--- src/exec_op_pkg.sv ---
`default_nettype none

package exec_op_pkg;

    // data path and pc width
    parameter int XLEN = 32;
    parameter int SHAMT_W = 5;

    typedef enum logic [4:0] {
        op_none,
        op_add,
        op_sub,
        op_slt,
        op_sltu,
        op_xor,
        op_or,
        op_and,
        op_sll,
        op_srl,
        op_sra,
        op_beq,
        op_bne,
        op_blt,
        op_bge,
        op_bltu,
        op_bgeu,
        op_lb,
        op_lh,
        op_lw,
        op_lbu,
        op_lhu,
        op_sb,
        op_sh,
        op_sw,
        op_lui,
        op_auipc,
        op_jal,
        op_jalr
    } alu_op_e;

    // access kind seen by the load/store unit
    typedef enum logic [3:0] {
        mem_none,
        mem_lb,
        mem_lh,
        mem_lw,
        mem_lbu,
        mem_lhu,
        mem_sb,
        mem_sh,
        mem_sw
    } mem_op_e;

endpackage

`default_nettype wire

--- src/sram_map_pkg.sv ---
`default_nettype none

package sram_map_pkg;

    parameter int TYPE_W = 2;

    // two bits just above the sram word address
    typedef enum logic [TYPE_W-1:0] {
        sram_iram = 2'b00,
        sram_oram = 2'b01,
        sram_wram = 2'b10,
        sram_none = 2'b11
    } sram_type_e;

    function automatic sram_type_e addr_type(input logic [exec_op_pkg::XLEN-1:0] addr,
                                             input int unsigned field_w);
        return sram_type_e'(addr[field_w +: TYPE_W]);
    endfunction

    // one-hot select, bit 0 iram, bit 1 wram, bit 2 oram
    function automatic logic [2:0] sram_onehot(input sram_type_e sel);
        return {sel == sram_oram, sel == sram_wram, sel == sram_iram};
    endfunction

endpackage

`default_nettype wire

--- src/alu.sv ---
`timescale 1ns/1ps
`default_nettype none

module alu #(
    parameter int BR_ADDR_W   = 12,
    parameter int SRAM_ADDR_W = 13,
    parameter int REG_ADDR_W  = 5
) (
    input  wire                             clk,
    input  wire                             arst_n,
    input  wire                             idu_vld,
    input  wire exec_op_pkg::alu_op_e       idu_op,
    input  wire [exec_op_pkg::XLEN-1:0]     idu_src1,
    input  wire [exec_op_pkg::XLEN-1:0]     idu_src2,
    input  wire [exec_op_pkg::XLEN-1:0]     idu_imm,
    input  wire [exec_op_pkg::XLEN-1:0]     idu_pc,
    input  wire                             idu_wb_vld_in,
    input  wire [REG_ADDR_W-1:0]            idu_wb_addr_in,
    input  wire                             lsu_rdy,
    output logic                            idu_rdy,
    output logic                            idu_flush_vld,
    output logic                            idu_wb_vld,
    output logic [REG_ADDR_W-1:0]           idu_wb_addr,
    output logic [exec_op_pkg::XLEN-1:0]    idu_wb_data,
    output logic                            idu_ld_vld,
    output logic                            ifu_br_vld,
    output logic [BR_ADDR_W-1:0]            ifu_br_addr,
    output logic                            lsu_vld,
    output logic                            lsu_wb_vld,
    output logic [REG_ADDR_W-1:0]           lsu_wb_addr,
    output logic [exec_op_pkg::XLEN-1:0]    lsu_wb_data,
    output logic [exec_op_pkg::XLEN-1:0]    lsu_src2,
    output exec_op_pkg::mem_op_e            lsu_mem_op,
    output logic [SRAM_ADDR_W-1:0]          lsu_addr,
    output logic                            lsu_ld_iram,
    output logic                            lsu_ld_wram,
    output logic                            lsu_ld_oram,
    output logic                            lsu_st_iram,
    output logic                            lsu_st_wram,
    output logic                            lsu_st_oram
);

    logic                           fire;
    logic                           is_branch;
    logic                           is_jump;
    logic                           is_load;
    logic                           is_store;
    exec_op_pkg::mem_op_e           mem_op;
    logic [exec_op_pkg::XLEN-1:0]   alu_data;
    logic                           br_taken;
    logic [BR_ADDR_W-1:0]           br_target;
    logic [SRAM_ADDR_W-1:0]         mem_addr;
    sram_map_pkg::sram_type_e       mem_type;

    assign idu_rdy       = lsu_rdy;
    assign idu_flush_vld = ifu_br_vld;

    // same cycle writeback to decode
    assign idu_wb_vld  = fire & idu_wb_vld_in;
    assign idu_wb_addr = idu_wb_addr_in;
    assign idu_wb_data = alu_data;
    assign idu_ld_vld  = is_load;

    alu_decode u_decode (
        .op        (idu_op),
        .vld       (idu_vld),
        .lsu_rdy   (lsu_rdy),
        .br_vld    (ifu_br_vld),
        .fire      (fire),
        .is_branch (is_branch),
        .is_jump   (is_jump),
        .is_load   (is_load),
        .is_store  (is_store),
        .mem_op    (mem_op)
    );

    alu_execute #(
        .SRAM_ADDR_W (SRAM_ADDR_W),
        .BR_ADDR_W   (BR_ADDR_W)
    ) u_execute (
        .op        (idu_op),
        .is_branch (is_branch),
        .is_jump   (is_jump),
        .is_load   (is_load),
        .is_store  (is_store),
        .src1      (idu_src1),
        .src2      (idu_src2),
        .imm       (idu_imm),
        .pc        (idu_pc),
        .alu_data  (alu_data),
        .br_taken  (br_taken),
        .br_target (br_target),
        .mem_addr  (mem_addr),
        .mem_type  (mem_type)
    );

    alu_result #(
        .SRAM_ADDR_W (SRAM_ADDR_W),
        .BR_ADDR_W   (BR_ADDR_W),
        .REG_ADDR_W  (REG_ADDR_W)
    ) u_result (
        .clk         (clk),
        .arst_n      (arst_n),
        .fire        (fire),
        .lsu_rdy     (lsu_rdy),
        .is_branch   (is_branch),
        .is_jump     (is_jump),
        .is_load     (is_load),
        .is_store    (is_store),
        .br_taken    (br_taken),
        .br_target   (br_target),
        .alu_data    (alu_data),
        .wb_vld_in   (idu_wb_vld_in),
        .wb_addr_in  (idu_wb_addr_in),
        .src2        (idu_src2),
        .mem_op      (mem_op),
        .mem_addr    (mem_addr),
        .mem_type    (mem_type),
        .br_vld      (ifu_br_vld),
        .br_addr     (ifu_br_addr),
        .lsu_vld     (lsu_vld),
        .lsu_wb_vld  (lsu_wb_vld),
        .lsu_wb_addr (lsu_wb_addr),
        .lsu_wb_data (lsu_wb_data),
        .lsu_src2    (lsu_src2),
        .lsu_mem_op  (lsu_mem_op),
        .lsu_addr    (lsu_addr),
        .lsu_ld_iram (lsu_ld_iram),
        .lsu_ld_wram (lsu_ld_wram),
        .lsu_ld_oram (lsu_ld_oram),
        .lsu_st_iram (lsu_st_iram),
        .lsu_st_wram (lsu_st_wram),
        .lsu_st_oram (lsu_st_oram)
    );

endmodule

`default_nettype wire

--- src/alu_decode.sv ---
`timescale 1ns/1ps
`default_nettype none

module alu_decode (
    input  wire exec_op_pkg::alu_op_e op,
    input  wire                       vld,
    input  wire                       lsu_rdy,
    input  wire                       br_vld,
    output logic                      fire,
    output logic                      is_branch,
    output logic                      is_jump,
    output logic                      is_load,
    output logic                      is_store,
    output exec_op_pkg::mem_op_e      mem_op
);

    // slot after a redirect is squashed
    assign fire = vld & lsu_rdy & ~br_vld;

    always_comb begin
        is_branch = 1'b0;
        is_jump   = 1'b0;
        is_load   = 1'b0;
        is_store  = 1'b0;
        mem_op    = exec_op_pkg::mem_none;
        case (op)
            exec_op_pkg::op_beq,
            exec_op_pkg::op_bne,
            exec_op_pkg::op_blt,
            exec_op_pkg::op_bge,
            exec_op_pkg::op_bltu,
            exec_op_pkg::op_bgeu: begin
                is_branch = 1'b1;
            end
            exec_op_pkg::op_jal,
            exec_op_pkg::op_jalr: begin
                is_jump = 1'b1;
            end
            exec_op_pkg::op_lb: begin
                is_load = 1'b1;
                mem_op  = exec_op_pkg::mem_lb;
            end
            exec_op_pkg::op_lh: begin
                is_load = 1'b1;
                mem_op  = exec_op_pkg::mem_lh;
            end
            exec_op_pkg::op_lw: begin
                is_load = 1'b1;
                mem_op  = exec_op_pkg::mem_lw;
            end
            exec_op_pkg::op_lbu: begin
                is_load = 1'b1;
                mem_op  = exec_op_pkg::mem_lbu;
            end
            exec_op_pkg::op_lhu: begin
                is_load = 1'b1;
                mem_op  = exec_op_pkg::mem_lhu;
            end
            exec_op_pkg::op_sb: begin
                is_store = 1'b1;
                mem_op   = exec_op_pkg::mem_sb;
            end
            exec_op_pkg::op_sh: begin
                is_store = 1'b1;
                mem_op   = exec_op_pkg::mem_sh;
            end
            exec_op_pkg::op_sw: begin
                is_store = 1'b1;
                mem_op   = exec_op_pkg::mem_sw;
            end
            default: begin
                mem_op = exec_op_pkg::mem_none;
            end
        endcase
    end

endmodule

`default_nettype wire

--- src/alu_execute.sv ---
`timescale 1ns/1ps
`default_nettype none

module alu_execute #(
    parameter int SRAM_ADDR_W = 13,
    parameter int BR_ADDR_W   = 12
) (
    input  wire exec_op_pkg::alu_op_e               op,
    input  wire                                     is_branch,
    input  wire                                     is_jump,
    input  wire                                     is_load,
    input  wire                                     is_store,
    input  wire [exec_op_pkg::XLEN-1:0]             src1,
    input  wire [exec_op_pkg::XLEN-1:0]             src2,
    input  wire [exec_op_pkg::XLEN-1:0]             imm,
    input  wire [exec_op_pkg::XLEN-1:0]             pc,
    output logic [exec_op_pkg::XLEN-1:0]            alu_data,
    output logic                                    br_taken,
    output logic [BR_ADDR_W-1:0]                    br_target,
    output logic [SRAM_ADDR_W-1:0]                  mem_addr,
    output sram_map_pkg::sram_type_e                mem_type
);

    logic [exec_op_pkg::XLEN-1:0]    sum;
    logic [exec_op_pkg::XLEN-1:0]    st_sum;
    logic [exec_op_pkg::XLEN-1:0]    pc_imm;
    logic [exec_op_pkg::XLEN-1:0]    pc_src2;
    logic [exec_op_pkg::XLEN-1:0]    link_pc;
    logic [exec_op_pkg::XLEN-1:0]    jump_pc;
    logic [exec_op_pkg::XLEN-1:0]    target_pc;
    logic [exec_op_pkg::XLEN-1:0]    eff_addr;
    logic [exec_op_pkg::SHAMT_W-1:0] shamt;
    logic                            lt_s;
    logic                            lt_u;
    logic                            eq;
    logic                            cond;

    assign sum     = src1 + src2;
    assign st_sum  = src1 + imm;
    assign pc_imm  = pc + imm;
    assign pc_src2 = pc + src2;
    assign link_pc = pc + 32'd4;
    assign shamt   = src2[exec_op_pkg::SHAMT_W-1:0];

    assign lt_s = $signed(src1) < $signed(src2);
    assign lt_u = src1 < src2;
    assign eq   = src1 == src2;

    always_comb begin
        case (op)
            exec_op_pkg::op_add:   alu_data = sum;
            exec_op_pkg::op_sub:   alu_data = src1 - src2;
            exec_op_pkg::op_slt:   alu_data = {{(exec_op_pkg::XLEN-1){1'b0}}, lt_s};
            exec_op_pkg::op_sltu:  alu_data = {{(exec_op_pkg::XLEN-1){1'b0}}, lt_u};
            exec_op_pkg::op_xor:   alu_data = src1 ^ src2;
            exec_op_pkg::op_or:    alu_data = src1 | src2;
            exec_op_pkg::op_and:   alu_data = src1 & src2;
            exec_op_pkg::op_sll:   alu_data = src1 << shamt;
            exec_op_pkg::op_srl:   alu_data = src1 >> shamt;
            exec_op_pkg::op_sra:   alu_data = $unsigned($signed(src1) >>> shamt);
            // upper immediate arrives already shifted in src2
            exec_op_pkg::op_lui:   alu_data = src2;
            exec_op_pkg::op_auipc: alu_data = pc_src2;
            exec_op_pkg::op_jal,
            exec_op_pkg::op_jalr:  alu_data = link_pc;
            default:               alu_data = '0;
        endcase
    end

    always_comb begin
        case (op)
            exec_op_pkg::op_beq:  cond = eq;
            exec_op_pkg::op_bne:  cond = ~eq;
            exec_op_pkg::op_blt:  cond = lt_s;
            exec_op_pkg::op_bge:  cond = ~lt_s;
            exec_op_pkg::op_bltu: cond = lt_u;
            exec_op_pkg::op_bgeu: cond = ~lt_u;
            default:              cond = 1'b0;
        endcase
    end

    assign br_taken = is_branch & cond;

    // jalr adds to the register, jal to the pc
    assign jump_pc   = (op == exec_op_pkg::op_jalr) ? sum : pc_src2;
    assign target_pc = is_jump ? jump_pc : pc_imm;
    assign br_target = target_pc[BR_ADDR_W-1:0];

    always_comb begin
        if (is_store) begin
            eff_addr = st_sum;
        end else if (is_load) begin
            eff_addr = sum;
        end else begin
            eff_addr = '0;
        end
    end

    assign mem_addr = eff_addr[SRAM_ADDR_W-1:0];
    assign mem_type = sram_map_pkg::addr_type(eff_addr, SRAM_ADDR_W);

endmodule

`default_nettype wire

--- src/alu_result.sv ---
`timescale 1ns/1ps
`default_nettype none

module alu_result #(
    parameter int SRAM_ADDR_W = 13,
    parameter int BR_ADDR_W   = 12,
    parameter int REG_ADDR_W  = 5
) (
    input  wire                                 clk,
    input  wire                                 arst_n,
    input  wire                                 fire,
    input  wire                                 lsu_rdy,
    input  wire                                 is_branch,
    input  wire                                 is_jump,
    input  wire                                 is_load,
    input  wire                                 is_store,
    input  wire                                 br_taken,
    input  wire [BR_ADDR_W-1:0]                 br_target,
    input  wire [exec_op_pkg::XLEN-1:0]         alu_data,
    input  wire                                 wb_vld_in,
    input  wire [REG_ADDR_W-1:0]                wb_addr_in,
    input  wire [exec_op_pkg::XLEN-1:0]         src2,
    input  wire exec_op_pkg::mem_op_e           mem_op,
    input  wire [SRAM_ADDR_W-1:0]               mem_addr,
    input  wire sram_map_pkg::sram_type_e       mem_type,
    output logic                                br_vld,
    output logic [BR_ADDR_W-1:0]                br_addr,
    output logic                                lsu_vld,
    output logic                                lsu_wb_vld,
    output logic [REG_ADDR_W-1:0]               lsu_wb_addr,
    output logic [exec_op_pkg::XLEN-1:0]        lsu_wb_data,
    output logic [exec_op_pkg::XLEN-1:0]        lsu_src2,
    output exec_op_pkg::mem_op_e                lsu_mem_op,
    output logic [SRAM_ADDR_W-1:0]              lsu_addr,
    output logic                                lsu_ld_iram,
    output logic                                lsu_ld_wram,
    output logic                                lsu_ld_oram,
    output logic                                lsu_st_iram,
    output logic                                lsu_st_wram,
    output logic                                lsu_st_oram
);

    logic       lsu_vld_nxt;
    logic       lsu_wb_vld_nxt;
    logic       br_vld_nxt;
    logic [2:0] sel;

    // branches end here, jumps still go on to the lsu
    assign lsu_vld_nxt    = (fire & ~is_branch) | (lsu_vld & ~lsu_rdy);
    assign lsu_wb_vld_nxt = (fire & ~is_branch & wb_vld_in) | (lsu_wb_vld & ~lsu_rdy);

    // br_vld blocks fire, so this is a single cycle pulse
    assign br_vld_nxt = fire & (is_jump | br_taken);

    assign sel = sram_map_pkg::sram_onehot(mem_type);

    always_ff @(posedge clk or negedge arst_n) begin
        if (!arst_n) begin
            lsu_vld    <= 1'b0;
            lsu_wb_vld <= 1'b0;
            br_vld     <= 1'b0;
        end else begin
            lsu_vld    <= lsu_vld_nxt;
            lsu_wb_vld <= lsu_wb_vld_nxt;
            br_vld     <= br_vld_nxt;
        end
    end

    always_ff @(posedge clk) begin
        if (fire) begin
            br_addr     <= br_target;
            lsu_wb_addr <= wb_addr_in;
            lsu_wb_data <= alu_data;
            lsu_src2    <= src2;
            lsu_mem_op  <= mem_op;
            lsu_addr    <= mem_addr;
            lsu_ld_iram <= is_load & sel[0];
            lsu_ld_wram <= is_load & sel[1];
            lsu_ld_oram <= is_load & sel[2];
            lsu_st_iram <= is_store & sel[0];
            lsu_st_wram <= is_store & sel[1];
            lsu_st_oram <= is_store & sel[2];
        end
    end

endmodule

`default_nettype wire

--- config.mk ---
export PLATFORM = sky130hd
export DESIGN_NAME = alu
export DESIGN_NICKNAME = d
export VERILOG_FILES = /design/src/exec_op_pkg.sv /design/src/sram_map_pkg.sv /design/src/alu.sv /design/src/alu_decode.sv /design/src/alu_execute.sv /design/src/alu_result.sv
export SDC_FILE = /design/constraint.sdc
export NUM_CORES = 1
export LEC_CHECK = 0
export ABC_AREA = 0
export BUFFER_PORTS_ARGS = -buffer_cell sky130_fd_sc_hd__buf_4
export CAP_MARGIN = 10
export CORE_MARGIN = 1.5
export CORE_UTILIZATION = 54
export CTS_BUF_LIST = sky130_fd_sc_hd__clkbuf_4 sky130_fd_sc_hd__clkbuf_8
export CTS_CLUSTER_SIZE = 10
export DETAILED_ROUTE_END_ITERATION = 6
export PLACE_DENSITY = 0.88
export SYNTH_ARGS = -nofsm -noshare
export SYNTH_HDL_FRONTEND = slang
export SYNTH_HIERARCHICAL = 1
export SYNTH_SLANG_ARGS = --single-unit
--- constraint.sdc ---
create_clock -name clk -period 5.8 [get_ports clk]
set_clock_uncertainty 0.05 [all_clocks]
set_input_delay 0 -clock clk [delete_from_list [all_inputs] [get_ports clk]]
set_output_delay 0 -clock clk [all_outputs]
set_load 0.1 [all_outputs]
==> reports/results.txt <==
The shortest period the worst path allows is 5.17 ns, and the Yosys warning count is 6. In this run the cell area of the synthesized design comes to 0.0161 mm². The adder and majority gate portion of the synthesized area was 0.129. The critical path goes through dlygate4sd3_1 -> buf_4 -> ha_1 -> fa_1 -> a211oi_1 -> o21ai_1 -> a211oi_1 -> o31ai_1 -> a211oi_2 -> o21ai_1 -> a31oi_1 -> xnor2_1 -> a221oi_1 -> o211ai_1 -> buf_4. The critical path start-end classification is input pin to output port. The startpoint identified for the worst register-to-register timing path is u_result/br_vld. In this run the mean area of a mapped cell was 7.79 µm².

In the layout the commonest cells are 298 x buf_4, 219 x nor2_1, 200 x nand2_1, 159 x ha_1, 155 x o21ai_0. Synthesis handed over a netlist of 2,072 instances. The run gives 0.198 as the fraction of the yosys area taken by sequential cells. Setup repair after global routing left no endpoint under its margin. The first global-routing pass estimated 108,000 µm of wire. The simple-gate share of the synthesized area was 0.188; the final setup violation count was 0. Gates resized during post-CTS repair numbered 0.

Detailed routing inserted a total of 19,100 vias. The first-pass iteration count of the detailed router was 7; the longest individual stage delay on the worst path was 0.86 ns. The synthesized design contains 107 register bits. The clock-pin slew on the worst setup and hold paths was 0.16 ns.

The tools report the top-level I/O count as 291. For the clock sink count, the log shows 107. The die span in y works out to 176 µm. On the final layout, the worst hold slack is 0.0284 ns. The combinational family with the most area after synthesis is compound AO/OA/AOI/OAI gates. During placement, the flow inserted port buffers numbering 273.

The flow ran to the end, and the final reports show no timing, DRC or antenna violations. For the initial cell density of the core, the log shows 0.546. The main flop type after synthesis was edfxtp_1. The tools report the number of antenna violations at the first check in global routing as 1.

The via count of the first global-routing pass came out at 17,300. The area share of xor/xnor cells in the synthesized design came out at 0.0532. The die is 176 µm wide. The commonest non-fill, non-tap cell in the layout is buf_4. The net count reported at finish was 2,606. The cell family contributing the most delay on the critical path is compound AO/OA/AOI/OAI gates. The run gives 0 as the number of setup buffers added after CTS. For the post-synth net total, the log shows 2,379. The share of cells above drive strength 1 was 0.165; the overall global routing resource usage was 0.467.

The part of the cycle the worst path needs was 0.891; the post-cts hold buffer count was 47. The tree is rooted in a clkbuf_8. In this run the worst path has a maximum fanout of 33. For the core outline area, the log shows 0.0296 mm². The worst min-delay path class was input pin to register.

The total clock buffers created by CTS was 9; the total length of routed wires was 75,000 µm. Number of hold violations in the final report: 0. The detailed router finished its first iteration with 3,068 violations.

The share of cell area taken by muxes after synthesis is 0.0746. After floorplanning, the core was divided into 63 placement rows. The HPWL after detailed placement is 56,500 µm. TritonCTS built the clock tree. The post-synthesis cell type count is 89.

The synthesized-area fraction occupied by ao, oa, aoi and oai cells is 0.296. Summed over all layers, the global routing overflow is 0. For the clock network latency to the later pin of the worst-skew pair, the log shows 0.45 ns. Together, buffers and inverters on the worst path number 3. Counting along the longest clock path gives a buffer depth of 2.

For this run, design rule violations remaining after detail routing come to 0. The actual transition at the worst max-transition pin works out to 1.42 ns. VDD sags by at most 0.141 mV. The tools report the required time of the worst setup path as 5.75 ns.

The area growth from synthesis to layout came out at 18.0%. For the H-tree depth, the log shows 3. The die covers 0.0309 mm².

For the leakage power figure, the log shows 8.18 nW. The tools report the total power as 0.00361 W. STA classifies the critical path startpoint as an input pin. For this design the ratio of total power to cell area is 190 mW/mm². The via-per-instance ratio is 7.08, and the number of slew-limit violations in the final report is 0. The weighted congestion reported at the end of routability-driven placement is 1.03. In this run the most critical hold path is launched from idu_pc[27]. 0 antenna diodes ended up in the layout.

The fraction of synthesis flops using an asynchronous set or reset pin was 0.0280; the remaining antenna violation count after routing was 0. Static timing analysis puts the maximum clock frequency at 0.194 GHz. The per-cell routed wire length was 27.8 µm.

The run gives 0 ns as the setup TNS. The run gives 0 as the number of max-cap violations. Tracing the worst setup path back leads to its startpoint at idu_src2[0].

The number of synthesized flops with an enable pin was 104. Entering global routing, the biggest net connects 70 pins. The worst slew slack as a fraction of its limit is 0.0516. The nature of the critical path endpoint was an output port. For the worst setup path, the data arrival time is 5.12 ns.

The highest-delay cell along the critical path is o31ai_1. The total of fill cells in the finished design is 2,518.
## synth_stat cells, drive strengths merged (6+ instances only)
| master | n | area (µm²) |
|---|---|---|
| nor3 | 36 | 180 |
| a221o | 17 | 170 |
| o21ai | 162 | 811 |
| ha | 159 | 1990 |
| a21oi | 155 | 791 |
| xor2 | 31 | 272 |
| o32ai | 6 | 52.6 |
| mux4 | 23 | 518 |
| o21bai | 21 | 161 |
| o211ai | 30 | 230 |
| inv | 111 | 417 |
| a211oi | 32 | 245 |
| nor2b | 19 | 121 |
| nor2 | 223 | 837 |
| edfxtp | 104 | 3120 |
| o31ai | 22 | 165 |
| a31oi | 26 | 163 |
| a2111oi | 6 | 52.6 |
| o21a | 9 | 67.6 |
| a211o | 22 | 193 |
| mux2i | 63 | 631 |
| or2 | 7 | 43.8 |
| nand2b | 27 | 169 |
| nand3b | 7 | 52.6 |
| nand3 | 38 | 190 |
| a221oi | 33 | 302 |
| nand4 | 20 | 125 |
| buf | 42 | 224 |
| and2 | 10 | 62.6 |
| o2111ai | 13 | 114 |
| o22ai | 24 | 156 |
| a22oi | 28 | 210 |
| nand2 | 200 | 751 |
| or3 | 19 | 129 |
| clkbuf | 88 | 330 |
| xnor2 | 67 | 587 |
| o221ai | 12 | 105 |
| a21o | 44 | 330 |
| nor4 | 10 | 62.6 |
| and3 | 20 | 125 |
## metrics by stage
step	std cells	util	instance area [µm²]	worst slack (ns)
2_1_floorplan	2072	-	16100	0.204
3_3_place_gp	2630	0.621	18300	1.63
3_5_place_dp	2630	0.621	18300	1.50
4_1_cts	2693	0.644	19000	0.998
5_1_grt	2694	0.645	19100	0.584
6_report	2694	0.645	19100	0.634
## worst paths after layout
| kind | end | slack [ns] | cells after the start |
|---|---|---|---|
| min | u_result/lsu_wb_data[27] | 0.03 | 4 |
| max reg2reg | u_result/lsu_src2[10] | 3.99 | 2 |
| max in group asynchronous | u_result/lsu_wb_vld | 5.18 | 3 |
| min in group asynchronous | u_result/lsu_vld | 0.36 | 3 |
| max | idu_wb_data[30] | 0.63 | 15 |
| min reg2reg | u_result/lsu_vld | 0.53 | 2 |
## flip-flops by register name, summed over array words and instances (netlist names), 4 cells and up
signal and count:
u_result/lsu_src2 32, u_result/lsu_wb_data 32, u_result/lsu_addr 13, u_result/br_addr 12, u_result/lsu_wb_addr 5, u_result/lsu_mem_op 4
## routing by layer
| metal | wire length [µm] | GRT usage | vias to the layer above |
|---|---|---|---|
| met5 | 10 | 0 | - |
| met4 | 3770 | 0.209 | 2 |
| met3 | 11100 | 0.141 | 267 |
| met2 | 31000 | 0.679 | 1606 |
| met1 | 29100 | 0.634 | 8999 |
| li1 | - | - | 8207 |
## logic make-up (layout without fill, tap and decap cells)
| family | Yosys count | in the layout |
|---|---|---|
| flops | 107 | 107 |
| compound gates | 711 | 711 |
| fa+ha+maj | 164 | 164 |
| mux | 91 | 91 |
| simple gates | 658 | 658 |
| buf+inv | 243 | 475 |
| xor+xnor | 98 | 98 |
## power breakdown
part | total [W] | switching (W) | internal [W]
sequential | 0.000916 | 0.0000117 | 0.000904
combinational | 0.00214 | 0.00152 | 0.000622
clock | 0.000553 | 0.000374 | 0.000178
total | 0.00361 | 0.00191 | 0.00170
## worst reg2reg max path, stage by stage, from the launching register on
cell and delay [ns]:
dfrtp_1 0.46, nor2_4 0.15, buf_4 0.68
## cell type report
class	count	area (µm²)	area share
inverter	113	424	0.0223
clock buffer	9	124	0.00650
clock inverter	7	93.8	0.00493
timing repair buffer	346	2720	0.143
sequential	107	3200	0.168
tap	390	488	0.0256
multi-input combinational	1722	12000	0.630
(Power assumes the default switching activity.)
